### config.mk
export PLATFORM = sky130hd
export DESIGN_NAME = csr_reorder_top
export DESIGN_NICKNAME = d
export VERILOG_FILES = /design/src/rtl/csr_bus_pkg.sv /design/src/rtl/csr_map_pkg.sv /design/src/rtl/csr_slice.sv /design/src/rtl/csr_response_reorder.sv /design/src/rtl/csr_target_bank.sv /design/src/rtl/csr_reorder_top.sv
export SDC_FILE = /design/constraint.sdc
export NUM_CORES = 1
export LEC_CHECK = 0
export ABC_AREA = 1
export BUFFER_PORTS_ARGS = -buffer_cell sky130_fd_sc_hd__buf_2
export CAP_MARGIN = 20
export CORE_ASPECT_RATIO = 0.75
export CORE_MARGIN = 4
export CORE_UTILIZATION = 50
export CTS_BUF_LIST = sky130_fd_sc_hd__clkbuf_4 sky130_fd_sc_hd__clkbuf_8
export CTS_CLUSTER_DIAMETER = 60
export DETAILED_ROUTE_END_ITERATION = 12
export PLACE_DENSITY_LB_ADDON = 0.2
export RECOVER_POWER = 25
export SETUP_SLACK_MARGIN = 0.05
export SLEW_MARGIN = 20
export SYNTH_ARGS = -nofsm -noshare
export SYNTH_HDL_FRONTEND = slang
export SYNTH_SLANG_ARGS = --single-unit
export TNS_END_PERCENT = 20
### constraint.sdc
create_clock -name i_clk -period 9.9 [get_ports i_clk]
set_input_delay 1.98 -clock i_clk [delete_from_list [all_inputs] [get_ports i_clk]]
set_output_delay 1.98 -clock i_clk [all_outputs]
set_load 0.02 [all_outputs]
### src/rtl/csr_bus_pkg.sv
// CSR bus protocol package
// Command kinds, command and response payloads, bus field widths
package csr_bus_pkg;

  // --------------------
  // Field widths
  // --------------------
  localparam int ID_WIDTH   = 4;
  localparam int ADDR_WIDTH = 8;
  localparam int DATA_WIDTH = 32;

  // --------------------
  // Command kinds
  // --------------------
  typedef enum logic [1:0] {
    CMD_READ         = 2'd0,
    CMD_WRITE        = 2'd1,
    CMD_POSTED_WRITE = 2'd2
  } csr_cmd_kind_e;

  // --------------------
  // Payloads
  // --------------------
  // Write data rides in the command, no separate data channel
  typedef struct packed {
    csr_cmd_kind_e         kind;
    logic [ID_WIDTH-1:0]   id;
    logic [ADDR_WIDTH-1:0] addr;
    logic [DATA_WIDTH-1:0] data;
  } csr_cmd_t;

  typedef struct packed {
    logic [ID_WIDTH-1:0]   id;
    logic                  error;
    logic [DATA_WIDTH-1:0] data;
  } csr_resp_t;

  // Posted writes never get a response
  function automatic logic csr_is_posted(csr_cmd_t cmd);
    return cmd.kind == CMD_POSTED_WRITE;
  endfunction

endpackage

### src/rtl/csr_map_pkg.sv
// CSR target address map
// Region codes in the top two address bits, reply delays, register count
package csr_map_pkg;

  // Region codes, code 3 is unmapped
  localparam logic [1:0] REGION_FAST = 2'd0;
  localparam logic [1:0] REGION_SLOW = 2'd1;
  localparam logic [1:0] REGION_DEAD = 2'd2;

  // Reply delay in cycles
  localparam logic [3:0] FAST_DELAY = 4'd2;
  localparam logic [3:0] SLOW_DELAY = 4'd7;

  // Same registers appear in the fast and the slow region
  localparam int REG_WORDS = 16;

endpackage

### src/rtl/csr_slice.sv
// One-stage valid/accept register slice
// Serves any payload type, a pass-through when disabled
`timescale 1ns/1ps

module csr_slice #(
  parameter type T      = logic,
  parameter bit  ENABLE = 1'b1
)(
  input  logic i_clk,
  input  logic i_rst_n,
  input  logic i_valid,
  output logic o_accept,
  input  T     i_data,
  output logic o_valid,
  input  logic i_accept,
  output T     o_data
);

  if (ENABLE) begin : g_slice
    logic valid_q;
    T     data_q;

    // Takes a new beat when empty or when the held beat leaves
    assign o_accept = !valid_q || i_accept;
    assign o_valid  = valid_q;
    assign o_data   = data_q;

    always_ff @(posedge i_clk or negedge i_rst_n) begin
      if (!i_rst_n) begin
        valid_q <= 1'b0;
      end else if (o_accept) begin
        valid_q <= i_valid;
      end
    end

    always_ff @(posedge i_clk) begin
      if (i_valid && o_accept) begin
        data_q <= i_data;
      end
    end
  end else begin : g_bypass
    assign o_accept = i_accept;
    assign o_valid  = i_valid;
    assign o_data   = i_data;
  end

  // Held beat must not change under back-pressure
  assert property (@(posedge i_clk) disable iff (!i_rst_n)
    (o_valid && !i_accept) |=> (o_valid && $stable(o_data)));

endmodule

### src/rtl/csr_response_reorder.sv
// CSR response reorder buffer
// Retags commands with slot ids and returns responses in command order
`timescale 1ns/1ps

module csr_response_reorder
  import csr_bus_pkg::*;
#(
  parameter int                    ENTRIES       = 4,
  parameter int                    TIMEOUT_WIDTH = 16,
  parameter logic [DATA_WIDTH-1:0] ERROR_DATA    = 32'hdead_aaaa,
  parameter bit                    REQ_SLICE     = 1'b0,
  parameter bit                    TGT_SLICE     = 1'b0
)(
  input  logic                     i_clk,
  input  logic                     i_rst_n,
  input  logic [ID_WIDTH-1:0]      i_base_id,
  input  logic                     i_timeout_enable,
  input  logic [TIMEOUT_WIDTH-1:0] i_timeout_cycle,
  input  logic                     i_cmd_valid,
  output logic                     o_cmd_accept,
  input  csr_cmd_t                 i_cmd,
  output logic                     o_resp_valid,
  input  logic                     i_resp_accept,
  output csr_resp_t                o_resp,
  output logic                     o_tgt_cmd_valid,
  input  logic                     i_tgt_cmd_accept,
  output csr_cmd_t                 o_tgt_cmd,
  input  logic                     i_tgt_resp_valid,
  input  csr_resp_t                i_tgt_resp
);
  localparam int INDEX_WIDTH = (ENTRIES > 1) ? $clog2(ENTRIES) : 1;

  typedef struct packed {
    logic                  busy;
    logic                  done;
    logic [ID_WIDTH-1:0]   id;
    logic                  error;
    logic [DATA_WIDTH-1:0] data;
  } slot_t;

  logic                     req_cmd_valid;
  logic                     req_cmd_accept;
  csr_cmd_t                 req_cmd;
  logic                     req_resp_valid;
  logic                     req_resp_accept;
  csr_resp_t                req_resp;
  logic                     tgt_cmd_valid;
  logic                     tgt_cmd_accept;
  csr_cmd_t                 tgt_cmd;
  logic                     tgt_resp_valid;
  csr_resp_t                tgt_resp;
  logic [INDEX_WIDTH-1:0]   req_ptr;
  logic [INDEX_WIDTH-1:0]   rsp_ptr;
  logic [INDEX_WIDTH-1:0]   tgt_resp_idx;
  slot_t                    slots [ENTRIES];
  logic [ENTRIES-1:0]       slot_busy;
  logic [ENTRIES-1:0]       slot_waiting;
  logic                     cmd_np_ack;
  logic                     resp_ack;
  logic                     pass;
  logic                     timeout;
  logic [TIMEOUT_WIDTH-1:0] timeout_count;

  // --------------------
  // Requester side
  // --------------------
  csr_slice #(.T(csr_cmd_t), .ENABLE(REQ_SLICE)) u_req_cmd_slice (
    .i_clk    (i_clk),
    .i_rst_n  (i_rst_n),
    .i_valid  (i_cmd_valid),
    .o_accept (o_cmd_accept),
    .i_data   (i_cmd),
    .o_valid  (req_cmd_valid),
    .i_accept (req_cmd_accept),
    .o_data   (req_cmd)
  );

  csr_slice #(.T(csr_resp_t), .ENABLE(REQ_SLICE)) u_req_resp_slice (
    .i_clk    (i_clk),
    .i_rst_n  (i_rst_n),
    .i_valid  (req_resp_valid),
    .o_accept (req_resp_accept),
    .i_data   (req_resp),
    .o_valid  (o_resp_valid),
    .i_accept (i_resp_accept),
    .o_data   (o_resp)
  );

  // Posted writes bypass the slot check
  always_comb begin
    pass           = csr_is_posted(req_cmd) || !slot_busy[req_ptr];
    tgt_cmd_valid  = req_cmd_valid && pass;
    req_cmd_accept = tgt_cmd_accept && pass;
    tgt_cmd        = req_cmd;
    tgt_cmd.id     = i_base_id | ID_WIDTH'(req_ptr);
  end

  assign cmd_np_ack = req_cmd_valid && req_cmd_accept && !csr_is_posted(req_cmd);
  assign resp_ack   = req_resp_valid && req_resp_accept;

  // Head slot drives the response directly
  always_comb begin
    req_resp_valid = slots[rsp_ptr].busy && slots[rsp_ptr].done;
    req_resp.id    = slots[rsp_ptr].id;
    req_resp.error = slots[rsp_ptr].error;
    req_resp.data  = slots[rsp_ptr].error ? ERROR_DATA : slots[rsp_ptr].data;
  end

  // --------------------
  // Slot ring
  // --------------------
  always_ff @(posedge i_clk or negedge i_rst_n) begin
    if (!i_rst_n) begin
      req_ptr <= '0;
    end else if (cmd_np_ack) begin
      req_ptr <= (req_ptr == INDEX_WIDTH'(ENTRIES - 1)) ? '0 : req_ptr + 1'b1;
    end
  end

  always_ff @(posedge i_clk or negedge i_rst_n) begin
    if (!i_rst_n) begin
      rsp_ptr <= '0;
    end else if (resp_ack) begin
      rsp_ptr <= (rsp_ptr == INDEX_WIDTH'(ENTRIES - 1)) ? '0 : rsp_ptr + 1'b1;
    end
  end

  // Low id bits name the slot
  assign tgt_resp_idx = INDEX_WIDTH'(tgt_resp.id);

  for (genvar i = 0; i < ENTRIES; i++) begin : g_slot
    logic init;
    logic update;
    logic clear;

    assign init            = cmd_np_ack && (req_ptr == INDEX_WIDTH'(i));
    assign update          = tgt_resp_valid && (tgt_resp_idx == INDEX_WIDTH'(i));
    assign clear           = resp_ack && (rsp_ptr == INDEX_WIDTH'(i));
    assign slot_busy[i]    = slots[i].busy;
    assign slot_waiting[i] = slots[i].busy && !slots[i].done;

    always_ff @(posedge i_clk or negedge i_rst_n) begin
      if (!i_rst_n) begin
        slots[i].busy <= 1'b0;
        slots[i].done <= 1'b0;
      end else if (init) begin
        slots[i].busy <= 1'b1;
        slots[i].done <= 1'b0;
        slots[i].id   <= req_cmd.id;
      end else if (slot_waiting[i] && (update || timeout)) begin
        slots[i].done  <= 1'b1;
        slots[i].error <= tgt_resp.error || timeout;
        slots[i].data  <= tgt_resp.data;
      end else if (clear) begin
        slots[i].busy <= 1'b0;
        slots[i].done <= 1'b0;
      end
    end
  end

  // --------------------
  // Timeout
  // --------------------
  assign timeout = i_timeout_enable && (timeout_count == i_timeout_cycle);

  always_ff @(posedge i_clk or negedge i_rst_n) begin
    if (!i_rst_n) begin
      timeout_count <= '0;
    end else if (cmd_np_ack) begin
      timeout_count <= '0;
    end else if (slot_waiting != '0) begin
      timeout_count <= timeout_count + 1'b1;
    end
  end

  // --------------------
  // Target side
  // --------------------
  csr_slice #(.T(csr_cmd_t), .ENABLE(TGT_SLICE)) u_tgt_cmd_slice (
    .i_clk    (i_clk),
    .i_rst_n  (i_rst_n),
    .i_valid  (tgt_cmd_valid),
    .o_accept (tgt_cmd_accept),
    .i_data   (tgt_cmd),
    .o_valid  (o_tgt_cmd_valid),
    .i_accept (i_tgt_cmd_accept),
    .o_data   (o_tgt_cmd)
  );

  // Responses are always taken, target has no accept input
  csr_slice #(.T(csr_resp_t), .ENABLE(TGT_SLICE)) u_tgt_resp_slice (
    .i_clk    (i_clk),
    .i_rst_n  (i_rst_n),
    .i_valid  (i_tgt_resp_valid),
    .o_accept (),
    .i_data   (i_tgt_resp),
    .o_valid  (tgt_resp_valid),
    .i_accept (1'b1),
    .o_data   (tgt_resp)
  );

  // Target only answers ids handed out by this ring
  assert property (@(posedge i_clk) disable iff (!i_rst_n)
    tgt_resp_valid |-> slot_busy[tgt_resp_idx]);

  // Request pointer sits on a busy slot only when the ring is full
  assert property (@(posedge i_clk) disable iff (!i_rst_n)
    slot_busy[req_ptr] |-> ((&slot_busy) && (req_ptr == rsp_ptr)));

endmodule

### src/rtl/csr_target_bank.sv
// CSR register bank target
// Region-dependent reply delay, replies leave from a table of pending slots
`timescale 1ns/1ps

module csr_target_bank
  import csr_bus_pkg::*;
  import csr_map_pkg::*;
#(
  parameter int TARGET_SLOTS = 4
)(
  input  logic      i_clk,
  input  logic      i_rst_n,
  input  logic      i_cmd_valid,
  output logic      o_cmd_accept,
  input  csr_cmd_t  i_cmd,
  output logic      o_resp_valid,
  output csr_resp_t o_resp
);
  localparam int SLOT_WIDTH = (TARGET_SLOTS > 1) ? $clog2(TARGET_SLOTS) : 1;
  localparam int REG_INDEX_WIDTH = $clog2(REG_WORDS);

  typedef struct packed {
    logic       valid;
    logic [3:0] count;
    csr_resp_t  resp;
  } pending_t;

  logic [DATA_WIDTH-1:0]      regs [REG_WORDS];
  pending_t                   pend [TARGET_SLOTS];
  logic [TARGET_SLOTS-1:0]    slot_busy;
  logic [TARGET_SLOTS-1:0]    slot_ready;
  logic [1:0]                 region;
  logic [REG_INDEX_WIDTH-1:0] reg_index;
  logic                       mapped;
  logic                       is_dead;
  logic                       is_posted;
  logic                       have_free;
  logic [SLOT_WIDTH-1:0]      free_idx;
  logic [SLOT_WIDTH-1:0]      reply_idx;
  logic                       cmd_ack;
  logic                       load;
  csr_resp_t                  new_resp;
  logic [3:0]                 new_delay;

  // --------------------
  // Decode
  // --------------------
  always_comb begin
    region    = i_cmd.addr[ADDR_WIDTH-1 -: 2];
    reg_index = i_cmd.addr[REG_INDEX_WIDTH-1:0];
    mapped    = (region == REGION_FAST) || (region == REGION_SLOW);
    is_dead   = (region == REGION_DEAD);
    is_posted = csr_is_posted(i_cmd);
  end

  // Lowest free slot
  always_comb begin
    have_free = 1'b0;
    free_idx  = '0;
    for (int i = TARGET_SLOTS - 1; i >= 0; i--) begin
      if (!slot_busy[i]) begin
        have_free = 1'b1;
        free_idx  = SLOT_WIDTH'(i);
      end
    end
  end

  // Posted and dead-region commands never take a slot
  assign o_cmd_accept = is_posted || is_dead || have_free;
  assign cmd_ack      = i_cmd_valid && o_cmd_accept;
  assign load         = cmd_ack && !is_posted && !is_dead;

  // Reply formed at acceptance, read data captured now
  always_comb begin
    new_resp.id    = i_cmd.id;
    new_resp.error = !mapped;
    new_resp.data  = (mapped && (i_cmd.kind == CMD_READ)) ? regs[reg_index] : '0;
    new_delay      = (region == REGION_SLOW) ? SLOW_DELAY : FAST_DELAY;
  end

  // --------------------
  // Register file
  // --------------------
  always_ff @(posedge i_clk or negedge i_rst_n) begin
    if (!i_rst_n) begin
      for (int i = 0; i < REG_WORDS; i++) begin
        regs[i] <= '0;
      end
    end else if (cmd_ack && mapped && (i_cmd.kind != CMD_READ)) begin
      regs[reg_index] <= i_cmd.data;
    end
  end

  // --------------------
  // Pending replies
  // --------------------
  for (genvar i = 0; i < TARGET_SLOTS; i++) begin : g_pend
    assign slot_busy[i]  = pend[i].valid;
    assign slot_ready[i] = pend[i].valid && (pend[i].count == 4'd0);

    always_ff @(posedge i_clk or negedge i_rst_n) begin
      if (!i_rst_n) begin
        pend[i].valid <= 1'b0;
        pend[i].count <= 4'd0;
      end else if (load && (free_idx == SLOT_WIDTH'(i))) begin
        pend[i].valid <= 1'b1;
        pend[i].count <= new_delay;
        pend[i].resp  <= new_resp;
      end else if (pend[i].count != 4'd0) begin
        pend[i].count <= pend[i].count - 4'd1;
      end else if (o_resp_valid && (reply_idx == SLOT_WIDTH'(i))) begin
        pend[i].valid <= 1'b0;
      end
    end
  end

  // One reply per cycle, lowest ready slot first
  always_comb begin
    reply_idx = '0;
    for (int i = TARGET_SLOTS - 1; i >= 0; i--) begin
      if (slot_ready[i]) begin
        reply_idx = SLOT_WIDTH'(i);
      end
    end
    o_resp_valid = slot_ready != '0;
    o_resp       = pend[reply_idx].resp;
  end

  // Replying slot is released, so no reply leaves an emptied slot
  assert property (@(posedge i_clk) disable iff (!i_rst_n)
    o_resp_valid |=> !slot_busy[$past(reply_idx)]);

endmodule

### src/rtl/csr_reorder_top.sv
// CSR reorder subsystem top level
// Reorder buffer in front of a region-latency register bank
`timescale 1ns/1ps

module csr_reorder_top
  import csr_bus_pkg::*;
#(
  parameter int                    ENTRIES       = 4,
  parameter int                    TIMEOUT_WIDTH = 16,
  parameter logic [DATA_WIDTH-1:0] ERROR_DATA    = 32'hdead_aaaa,
  parameter bit                    REQ_SLICE     = 1'b0,
  parameter bit                    TGT_SLICE     = 1'b0,
  parameter int                    TARGET_SLOTS  = 4
)(
  input  logic                     i_clk,
  input  logic                     i_rst_n,
  input  logic [ID_WIDTH-1:0]      i_base_id,
  input  logic                     i_timeout_enable,
  input  logic [TIMEOUT_WIDTH-1:0] i_timeout_cycle,
  input  logic                     i_cmd_valid,
  output logic                     o_cmd_accept,
  input  csr_cmd_t                 i_cmd,
  output logic                     o_resp_valid,
  input  logic                     i_resp_accept,
  output csr_resp_t                o_resp
);
  logic      tgt_cmd_valid;
  logic      tgt_cmd_accept;
  csr_cmd_t  tgt_cmd;
  logic      tgt_resp_valid;
  csr_resp_t tgt_resp;

  csr_response_reorder #(
    .ENTRIES       (ENTRIES),
    .TIMEOUT_WIDTH (TIMEOUT_WIDTH),
    .ERROR_DATA    (ERROR_DATA),
    .REQ_SLICE     (REQ_SLICE),
    .TGT_SLICE     (TGT_SLICE)
  ) u_reorder (
    .i_clk            (i_clk),
    .i_rst_n          (i_rst_n),
    .i_base_id        (i_base_id),
    .i_timeout_enable (i_timeout_enable),
    .i_timeout_cycle  (i_timeout_cycle),
    .i_cmd_valid      (i_cmd_valid),
    .o_cmd_accept     (o_cmd_accept),
    .i_cmd            (i_cmd),
    .o_resp_valid     (o_resp_valid),
    .i_resp_accept    (i_resp_accept),
    .o_resp           (o_resp),
    .o_tgt_cmd_valid  (tgt_cmd_valid),
    .i_tgt_cmd_accept (tgt_cmd_accept),
    .o_tgt_cmd        (tgt_cmd),
    .i_tgt_resp_valid (tgt_resp_valid),
    .i_tgt_resp       (tgt_resp)
  );

  csr_target_bank #(
    .TARGET_SLOTS (TARGET_SLOTS)
  ) u_target (
    .i_clk        (i_clk),
    .i_rst_n      (i_rst_n),
    .i_cmd_valid  (tgt_cmd_valid),
    .o_cmd_accept (tgt_cmd_accept),
    .i_cmd        (tgt_cmd),
    .o_resp_valid (tgt_resp_valid),
    .o_resp       (tgt_resp)
  );

endmodule

After elaboration in Yosys (flattened, before gate mapping)
Index checks and enable logic that the tools add are counted.
Widths: inputs -> output; s select.

word-level totals
  bits in registers = 856
  input port bits = 71
  output and inout bits = 39
  logic and storage cells = 289

operators by class
  add/subtract/negate cells = 7
  $lt $le $gt $ge = 5
  equality and inequality tests = 27
  muxes and demuxes = 65
  bitwise gates (word level) = 8
  reductions and logical operators = 118

operators with widths
  cell                   number
  $bwmux 512             1
  $mux 32                5
  $bmux 32 s4            1
  $demux 32 s4           1
  $bmux 42 s2            1
  $bmux 39 s2            1
  $mux 39                2
  $mux 35                2
  $logic_and 1x1->1      46
  $mux 2                 18
  $mux 16                2
  $reduce_and 2->1       16
  $reduce_bool 2->1      14
  $eq 2x2->1 const B     12
  $reduce_bool 4->1      6
  $mux 1                 21
  $mux 5                 4
  $add 16x1->16 const B  1
  $eq 16x16->1           1
  $logic_not 4->1        4
  $mux 4                 4
  $ne 2x1->1 const B     8
  $sub 4x1->4 const B    4
  $logic_not 2->1        7
  16 further kinds       48

Logic depth before layout (Yosys ltp)
Gate-level depths: netlist of run 1.

  word-level depth = 16
  mapped depth = 16
  gate-level depth less buffers = 16

Modules after synthesis
A second synthesis of run 1 with hierarchy kept.

unflattened totals
  cells, all modules = 5132
  area total of the unflattened synthesis = 42558.3 um2

by module, submodules not included
  module                                       instances  cells an instance  area an instance (um2)  seq. area each (um2)
  csr_target_bank                              1          4216               33327.0                 17757.0
  csr_response_reorder                         1          742                7925.1                  5144.9
  csr_slice at u_reorder.u_req_cmd_slice ...   2          48                 360.3                   0.0
  csr_slice at u_reorder.u_req_resp_slice ...  2          39                 292.8                   0.0

Worst setup path after synthesis of run 1
Ideal clock, no wire load.

  path type = input to register
  from = in i_cmd[39] in the netlist's numbering
  to = reg u_target.pend[0] in the netlist's numbering (enable)
  arrival = 4558 ps
  data required time = 9473 ps
  slack = 4915 ps
  cell stages on the path = 8
  path buffers = 0
  cells stage by stage = inv_2 > nor2_1 > nor3_1 > o21ai_2 > nand3_1 > nor2_1 > nand2_1 > nor2_1

between the ends
  cells in the longest elaborated chain, start to end = 8
  elaborated cells on any way between the ends = 9
  those cells by class = 1 x eq/ne; 8 x reduce/logical

ends and longest elaborated chain
  item                           RTL line                RTL
  from (decl)                    csr_reorder_top.sv:22   input csr_cmd_t i_cmd,
  $eq 2x2->1 *                   csr_target_bank.sv:52   is_dead = (region == REGION_DEAD);
  $logic_or 1x1->1 (2 in a row)  csr_target_bank.sv:69   assign o_cmd_accept = is_posted || is_dead || have_free;
  $logic_and 1x1->1              csr_target_bank.sv:70   assign cmd_ack = i_cmd_valid && o_cmd_accept;
  $logic_and 1x1->1              csr_target_bank.sv:71   assign load = cmd_ack && !is_posted && !is_dead;
  $logic_and 1x1->1 *            csr_target_bank.sv:71
  $logic_and 1x1->1 *            csr_target_bank.sv:105  end else if (load && (free_idx == SLOT_WIDTH'(i))) begin
  $reduce_and 2->1 (no line) *   -
  to (decl)                      csr_target_bank.sv:29   pending_t pend [TARGET_SLOTS];

Mark *: on every way between the ends. The rest lies on a longest branch, timed or not.
A chain may end at the register's enable or synchronous reset.

==> impl_metrics.tcl, run 1 <==
set metrics [dict create \
    numCtsBuffers 133 \
    seq_area_frac_synth 0.628 \
    synth.area.top_cells "dfrtp_1, edfxtp_1, nand2_1" \
    row_count 85 \
    gp_congestion 0.812 \
    reg2reg_depth 12 \
    syn-instance-count 3612 \
    layout_commonest_cell "nand2_1" \
    hold_class "register to register" \
    grt_max_degree 161 \
    wl_mm 95.8 \
    synth_nets 3700 \
    fin_area_um2 39900 \
    start_util 0.504 \
    drv_cap 5 \
    core_um2 71700 \
    yosys.area.top_type "dfrtp_1" \
    multi_input_area_um2 11900 \
    critical_path_arrival_ns 4.68 \
    hold_start "u_target.regs[158]" \
    grt_pass1_wl_mm 149 \
    wl_per_cell_um 20.4 \
    dp_hpwl_mm 51.0 \
    port-buffer-count 105 \
    synth_seq_cells 848 \
    ir_worst_vdd_mv 0.136 \
    path_clk_slew_ns 0.06 \
    vias 26800 \
    p_leak_nw 16.8 \
    htree_levels 4 \
    p_per_area_nw_per_um2 258 \
    yosys.area_share.xor_xnor 0.00703 \
    antenna_found_initial 2 \
    async_flop_share 0.660 \
    drive_above_1_share 0.112 \
    insertion_delay_ns 0.79 \
    synthAdderAreaFrac 0.00589 \
    status "finished with violations" \
    io_pins 110 \
    grt_overflow_total 0 \
    cts_hold_buffers 0 \
    tns_ns 0 \
    regArea_um2 22700 \
    r2r-end "u_reorder.slots[53]" \
    first_pass_iters 6 \
    period_share 0.673 \
    rsz0062_at_grt "no" \
    min_period_ns 6.66 \
    start_kind "register" \
    synth_edf_count 288 \
    cts_tree "built" \
    synth_ff_type "dfrtp_1" \
    ant_nets 0 \
    hold_path_depth 2 \
    synthMuxAreaShare 0.000312 \
    hold_ws_ns 0.483 \
    drcViolationCount 0 \
    vias_per_cell 5.71 \
    power_mw 10.3 \
    synthDistinctLibCells 44 \
    synth_area_um2 36100 \
    min_to "u_target.regs[158]" \
    end_kind "primary output" \
    cts-root-buf "clkbuf_8" \
    die_y_um 241 \
    crit_type "register to primary output" \
    drt_iter0_drc 2837 \
    cts_resized 0 \
    hold_viol 0 \
    fillers 6368 \
    fin_util 0.557 \
    grt_pass1_vias 25200 \
    nets 3717 \
    grt_usage 0.249 \
    placed_area_um2 37000 \
    clock_path_buffers 3 \
    clock.fmax_mhz 150 \
    floorplan.die_area_um2 76600 \
    synth_top_area_share 0.388 \
    post-cts-setup-buffer-count 0 \
    finalSetupViolations 0 \
    cts_sinks 848 \
    worstMarginPinSlew_ns 4.02 \
    synth_compound_area_frac 0.137 \
    yosys.area_share.simple 0.174 \
    yosys_warnings 0 \
    synth.avg_cell_area_um2 10.0 \
    die_x_um 318 \
    timing.rr.start "u_target.pend[163]" \
    crit_required_ns 7.92 \
    area.growth.synth_to_final_pct 10.6 \
    finClkSkew_ns 0.0309 \
    rrSetupSlack_ns 4.20 \
    path_max_fanout 80 \
    final_cell_mix "nand2_1, dfrtp_1, o21ai_0" \
    failed_checks "capacitance limit, slew limit" \
    maxSlewViolCount 273 \
    slew_headroom -1.68 \
    synth_top_family_by_area "simple AND/OR/NAND/NOR gates" \
]
-- stage by stage --
step | instances | worst slack [ns]
final | 4693 | 3.24
after global placement | 4449 | 4.06
after CTS | 4691 | 4.59
after floorplan | 3612 | 4.91
after global routing | 4692 | 2.84
after detailed placement | 4450 | 4.07
-- where the power goes --
part	internal [mW]	switching, mW	leakage, nW	total (mW)
Combinational	0.777	1.51	5.15	2.29
Sequential	4.45	0.390	10.1	4.84
Clock	1.78	1.40	1.53	3.18
-- flip-flops by register name (all words and copies together) (netlist names) --
register	cells
u_target.regs	512
u_reorder.timeout_count	16
u_reorder.slot_busy	4
u_reorder.rsp_ptr	2
u_target.pend	160
u_reorder.slots	152
u_reorder.req_ptr	2
-- cell families (layout without fill, tap and decap cells) --
kind of cell | Yosys count | count (layout)
simple gates | 1468 | 1468
compound gates | 866 | 866
flops | 848 | 848
buf+inv | 383 | 506
xor+xnor | 29 | 29
fa+ha+maj | 17 | 17
mux | 1 | 1
other cells | 0 | 1
-- cell type report --
cell class / instances / area share
sequential: 848 / 0.568
tap: 957 / 0.0300
inverter: 119 / 0.0113
clock inverter: 28 / 0.00611
clock buffer: 213 / 0.0662
multi-input combinational: 2381 / 0.297
timing repair buffer: 146 / 0.0217
antenna: 1 / 0.0000627
-- synth_stat cells (all sizes together) (19+ instances only) --
library cell / count
clkbuf: 184
nand3: 330
a31oi: 22
xor2: 24
edfxtp: 288
a22oi: 128
o221ai: 19
nand4: 52
o21ai: 602
nor2: 125
dfrtp: 560
inv: 117
a21oi: 24
nand2: 939
buf: 80
-- per-layer routing --
| layer | up-vias | global-route usage | part of all wire |
|---|---|---|---|
| li1 | 12600 | - | - |
| met3 | 116 | 0.0386 | 0.067 |
| met1 | 13100 | 0.373 | 0.47 |
| met4 | 0 | 0.0742 | 0.019 |
| met2 | 968 | 0.379 | 0.45 |
| met5 | - | 0 | 0 |
-- worst max-delay path by stage --
stage | startpoint | slack, ns | to | cells after the start
after floorplan | i_cmd[39] | 4.91 | u_target.pend[0] | 8
after global placement | i_cmd[32] | 4.06 | u_target.pend[73] | 8
after detailed placement | i_cmd[32] | 4.07 | u_target.pend[73] | 8
after CTS | u_reorder.rsp_ptr[0] | 4.59 | o_resp[28] | 8
after global routing | u_reorder.rsp_ptr[0] | 2.84 | o_resp[26] | 7
final | u_reorder.rsp_ptr[0] | 3.24 | o_resp[18] | 7
-- worst max-delay path, stage by stage (launching register included) --
cell	delay (ns)
dfrtp_2	0.36
clkbuf_1	2.26
a21oi_1	0.16
a32oi_1	0.34
inv_1	0.07
buf_4	0.26
o221ai_1	0.15
buf_2	0.25
Power figures use the tool's default switching activity.
==> inputs of run 2 (changes only) <==
Clock period 9.9 ns to 5.9 ns, I/O delays scaled along.
==> run 2 against run 1 <==
  * The run still ends with capacitance limit, slew limit left
  * Cell area is essentially flat
  * First-iteration DRC count shrank 2.3%
  * Clock skew grew 0.013 ns
  * Combinational power grew 69%
  * Largest power group unchanged
  * Power grew 65%
  * Via count grew 0.68%
  * Setup slack lost 1.7 ns
  * Sequential power grew 68%
==> impl_metrics.tcl, run 2 (synthesis results as in run 1) <==
set metrics [dict create \
    htree_levels 4 \
    p_switching_mw 5.53 \
    wl_per_cell_um 20.6 \
    rsz0062_at_grt "no" \
    dpl.cell_count 4474 \
    post-cts-setup-buffer-count 0 \
    critical_path_arrival_ns 3.20 \
    grt_usage 0.252 \
    maxSlewViolCount 210 \
    hold_viol 0 \
    die_x_um 318 \
    clkPwrFrac 0.295 \
    core_um2 71700 \
    min_period_ns 4.38 \
    cts_resized 0 \
    failed_checks "capacitance limit, slew limit" \
    cts-root-buf "clkbuf_8" \
    row_count 85 \
    grt_pass1_wl_mm 152 \
    crit_type "register to primary output" \
    slew_headroom -1.02 \
    hold_class "input port to async pin" \
    die_y_um 241 \
    final_cell_mix "nand2_1, dfrtp_1, o21ai_0" \
    cts_sinks 848 \
    multi_input_area_um2 11900 \
    port-buffer-count 105 \
    p_int_mw 11.5 \
    p_leak_nw 16.8 \
    grt_max_degree 160 \
    fin_cells 4701 \
    finClkSkew_ns 0.0437 \
    numCtsBuffers 132 \
    seq_power_share 0.478 \
    ir_worst_vdd_mv 0.292 \
    diodes 0 \
    fillers 6365 \
    insertion_delay_ns 0.79 \
    grt_pass1_vias 25700 \
    io_pins 110 \
    setup_slack_ns 1.52 \
    drive_above_1_share 0.114 \
    ant_nets 0 \
    vias_per_cell 5.74 \
    period_share 0.742 \
    path_max_fanout 29 \
    wl_mm 97.0 \
    dp_hpwl_mm 54.6 \
    status "finished with violations" \
    largest_reg_flops 512 \
    vias 27000 \
    cts_tree "built" \
    area.growth.synth_to_final_pct 10.6 \
    path_clk_slew_ns 0.06 \
    worstMarginPinSlew_ns 3.04 \
    top_regs "u_target.regs: 512 flops, u_target.pend: 160 flops, u_reorder.slots: 152 flops" \
    start_util 0.504 \
    drv_cap 4 \
    netSwitchingFraction 0.325 \
    grt_overflow_total 0 \
    layout_commonest_cell "nand2_1" \
    start_kind "register" \
    tns_ns 0 \
    finalSetupViolations 0 \
    cts_hold_buffers 0 \
    comb_power_share 0.227 \
    drt_iter0_drc 2773 \
    first_pass_iters 5 \
    end_kind "primary output" \
    antenna_found_initial 1 \
    regArea_um2 22700 \
    gp_congestion 0.835 \
    clock.fmax_mhz 228 \
    drcViolationCount 0 \
    p_per_area_nw_per_um2 426 \
    largest_register "u_target.regs" \
    nets 3739 \
    floorplan.die_area_um2 76600 \
    crit_required_ns 4.72 \
    pre_cts_ws_ns 1.44 \
    clock_path_buffers 3 \
]
## run 2: metrics by stage
stage / area (µm²) / hold WS [ns] / util / total power, mW
global placement: 37300 / 0.466 / 0.520 / 12.0
finish: 39900 / 0.321 / 0.557 / 17.0
detailed placement: 37300 / 0.473 / 0.520 / 12.1
global route: 39900 / 0.316 / 0.557 / 18.1
CTS: 40000 / 0.266 / 0.558 / 17.1
floorplan: 36100 / 0.454 / - / 10.8
## run 2: routing by layer
metal / up-vias / share of wire / GRT usage
met5: - / 0 / 0
met4: 0 / 0.023 / 0.0828
met3: 151 / 0.068 / 0.0424
met2: 955 / 0.44 / 0.375
met1: 13300 / 0.47 / 0.380
li1: 12600 / - / -
## run 2: power by group through the flow
stage	clock network [mW]	registers [mW]	logic [mW]
floorplan	0	8.06	2.78
global placement	0	8.19	3.79
detailed placement	0	8.20	3.89
CTS	5.13	8.12	3.90
global route	5.41	8.28	4.41
finish	5.03	8.14	3.87
## run 2: worst paths after layout
check                                      from                   to  slack [ns]  cells after the start
hold reg to reg              u_target.regs[122]   u_target.regs[122]        0.48                      2
max in group asynchronous               i_rst_n   u_target.regs[470]        1.65                      3
min in group i_clk           u_target.regs[122]   u_target.regs[122]        0.48                      2
setup / recovery           u_reorder.rsp_ptr[0]           o_resp[28]        1.52                      6
hold / removal                          i_rst_n   u_target.regs[230]        0.32                      1
setup reg to reg             u_target.pend[163]  u_reorder.slots[94]        2.12                     14
## run 2: layout make-up
cell class                 instances  area share
tap                              957      0.0300
inverter                         119      0.0112
multi-input combinational       2381       0.297
timing repair buffer             169      0.0279
clock inverter                    29     0.00489
sequential                       848       0.567
clock buffer                     198      0.0618
## run 2: worst max-delay path: stages, from the launching register on
cell and delay (ns):
dfrtp_1 0.52, inv_2 0.26, nand2_1 0.11, a32oi_1 0.12, inv_1 0.75, o221ai_1 0.36, buf_2 0.26
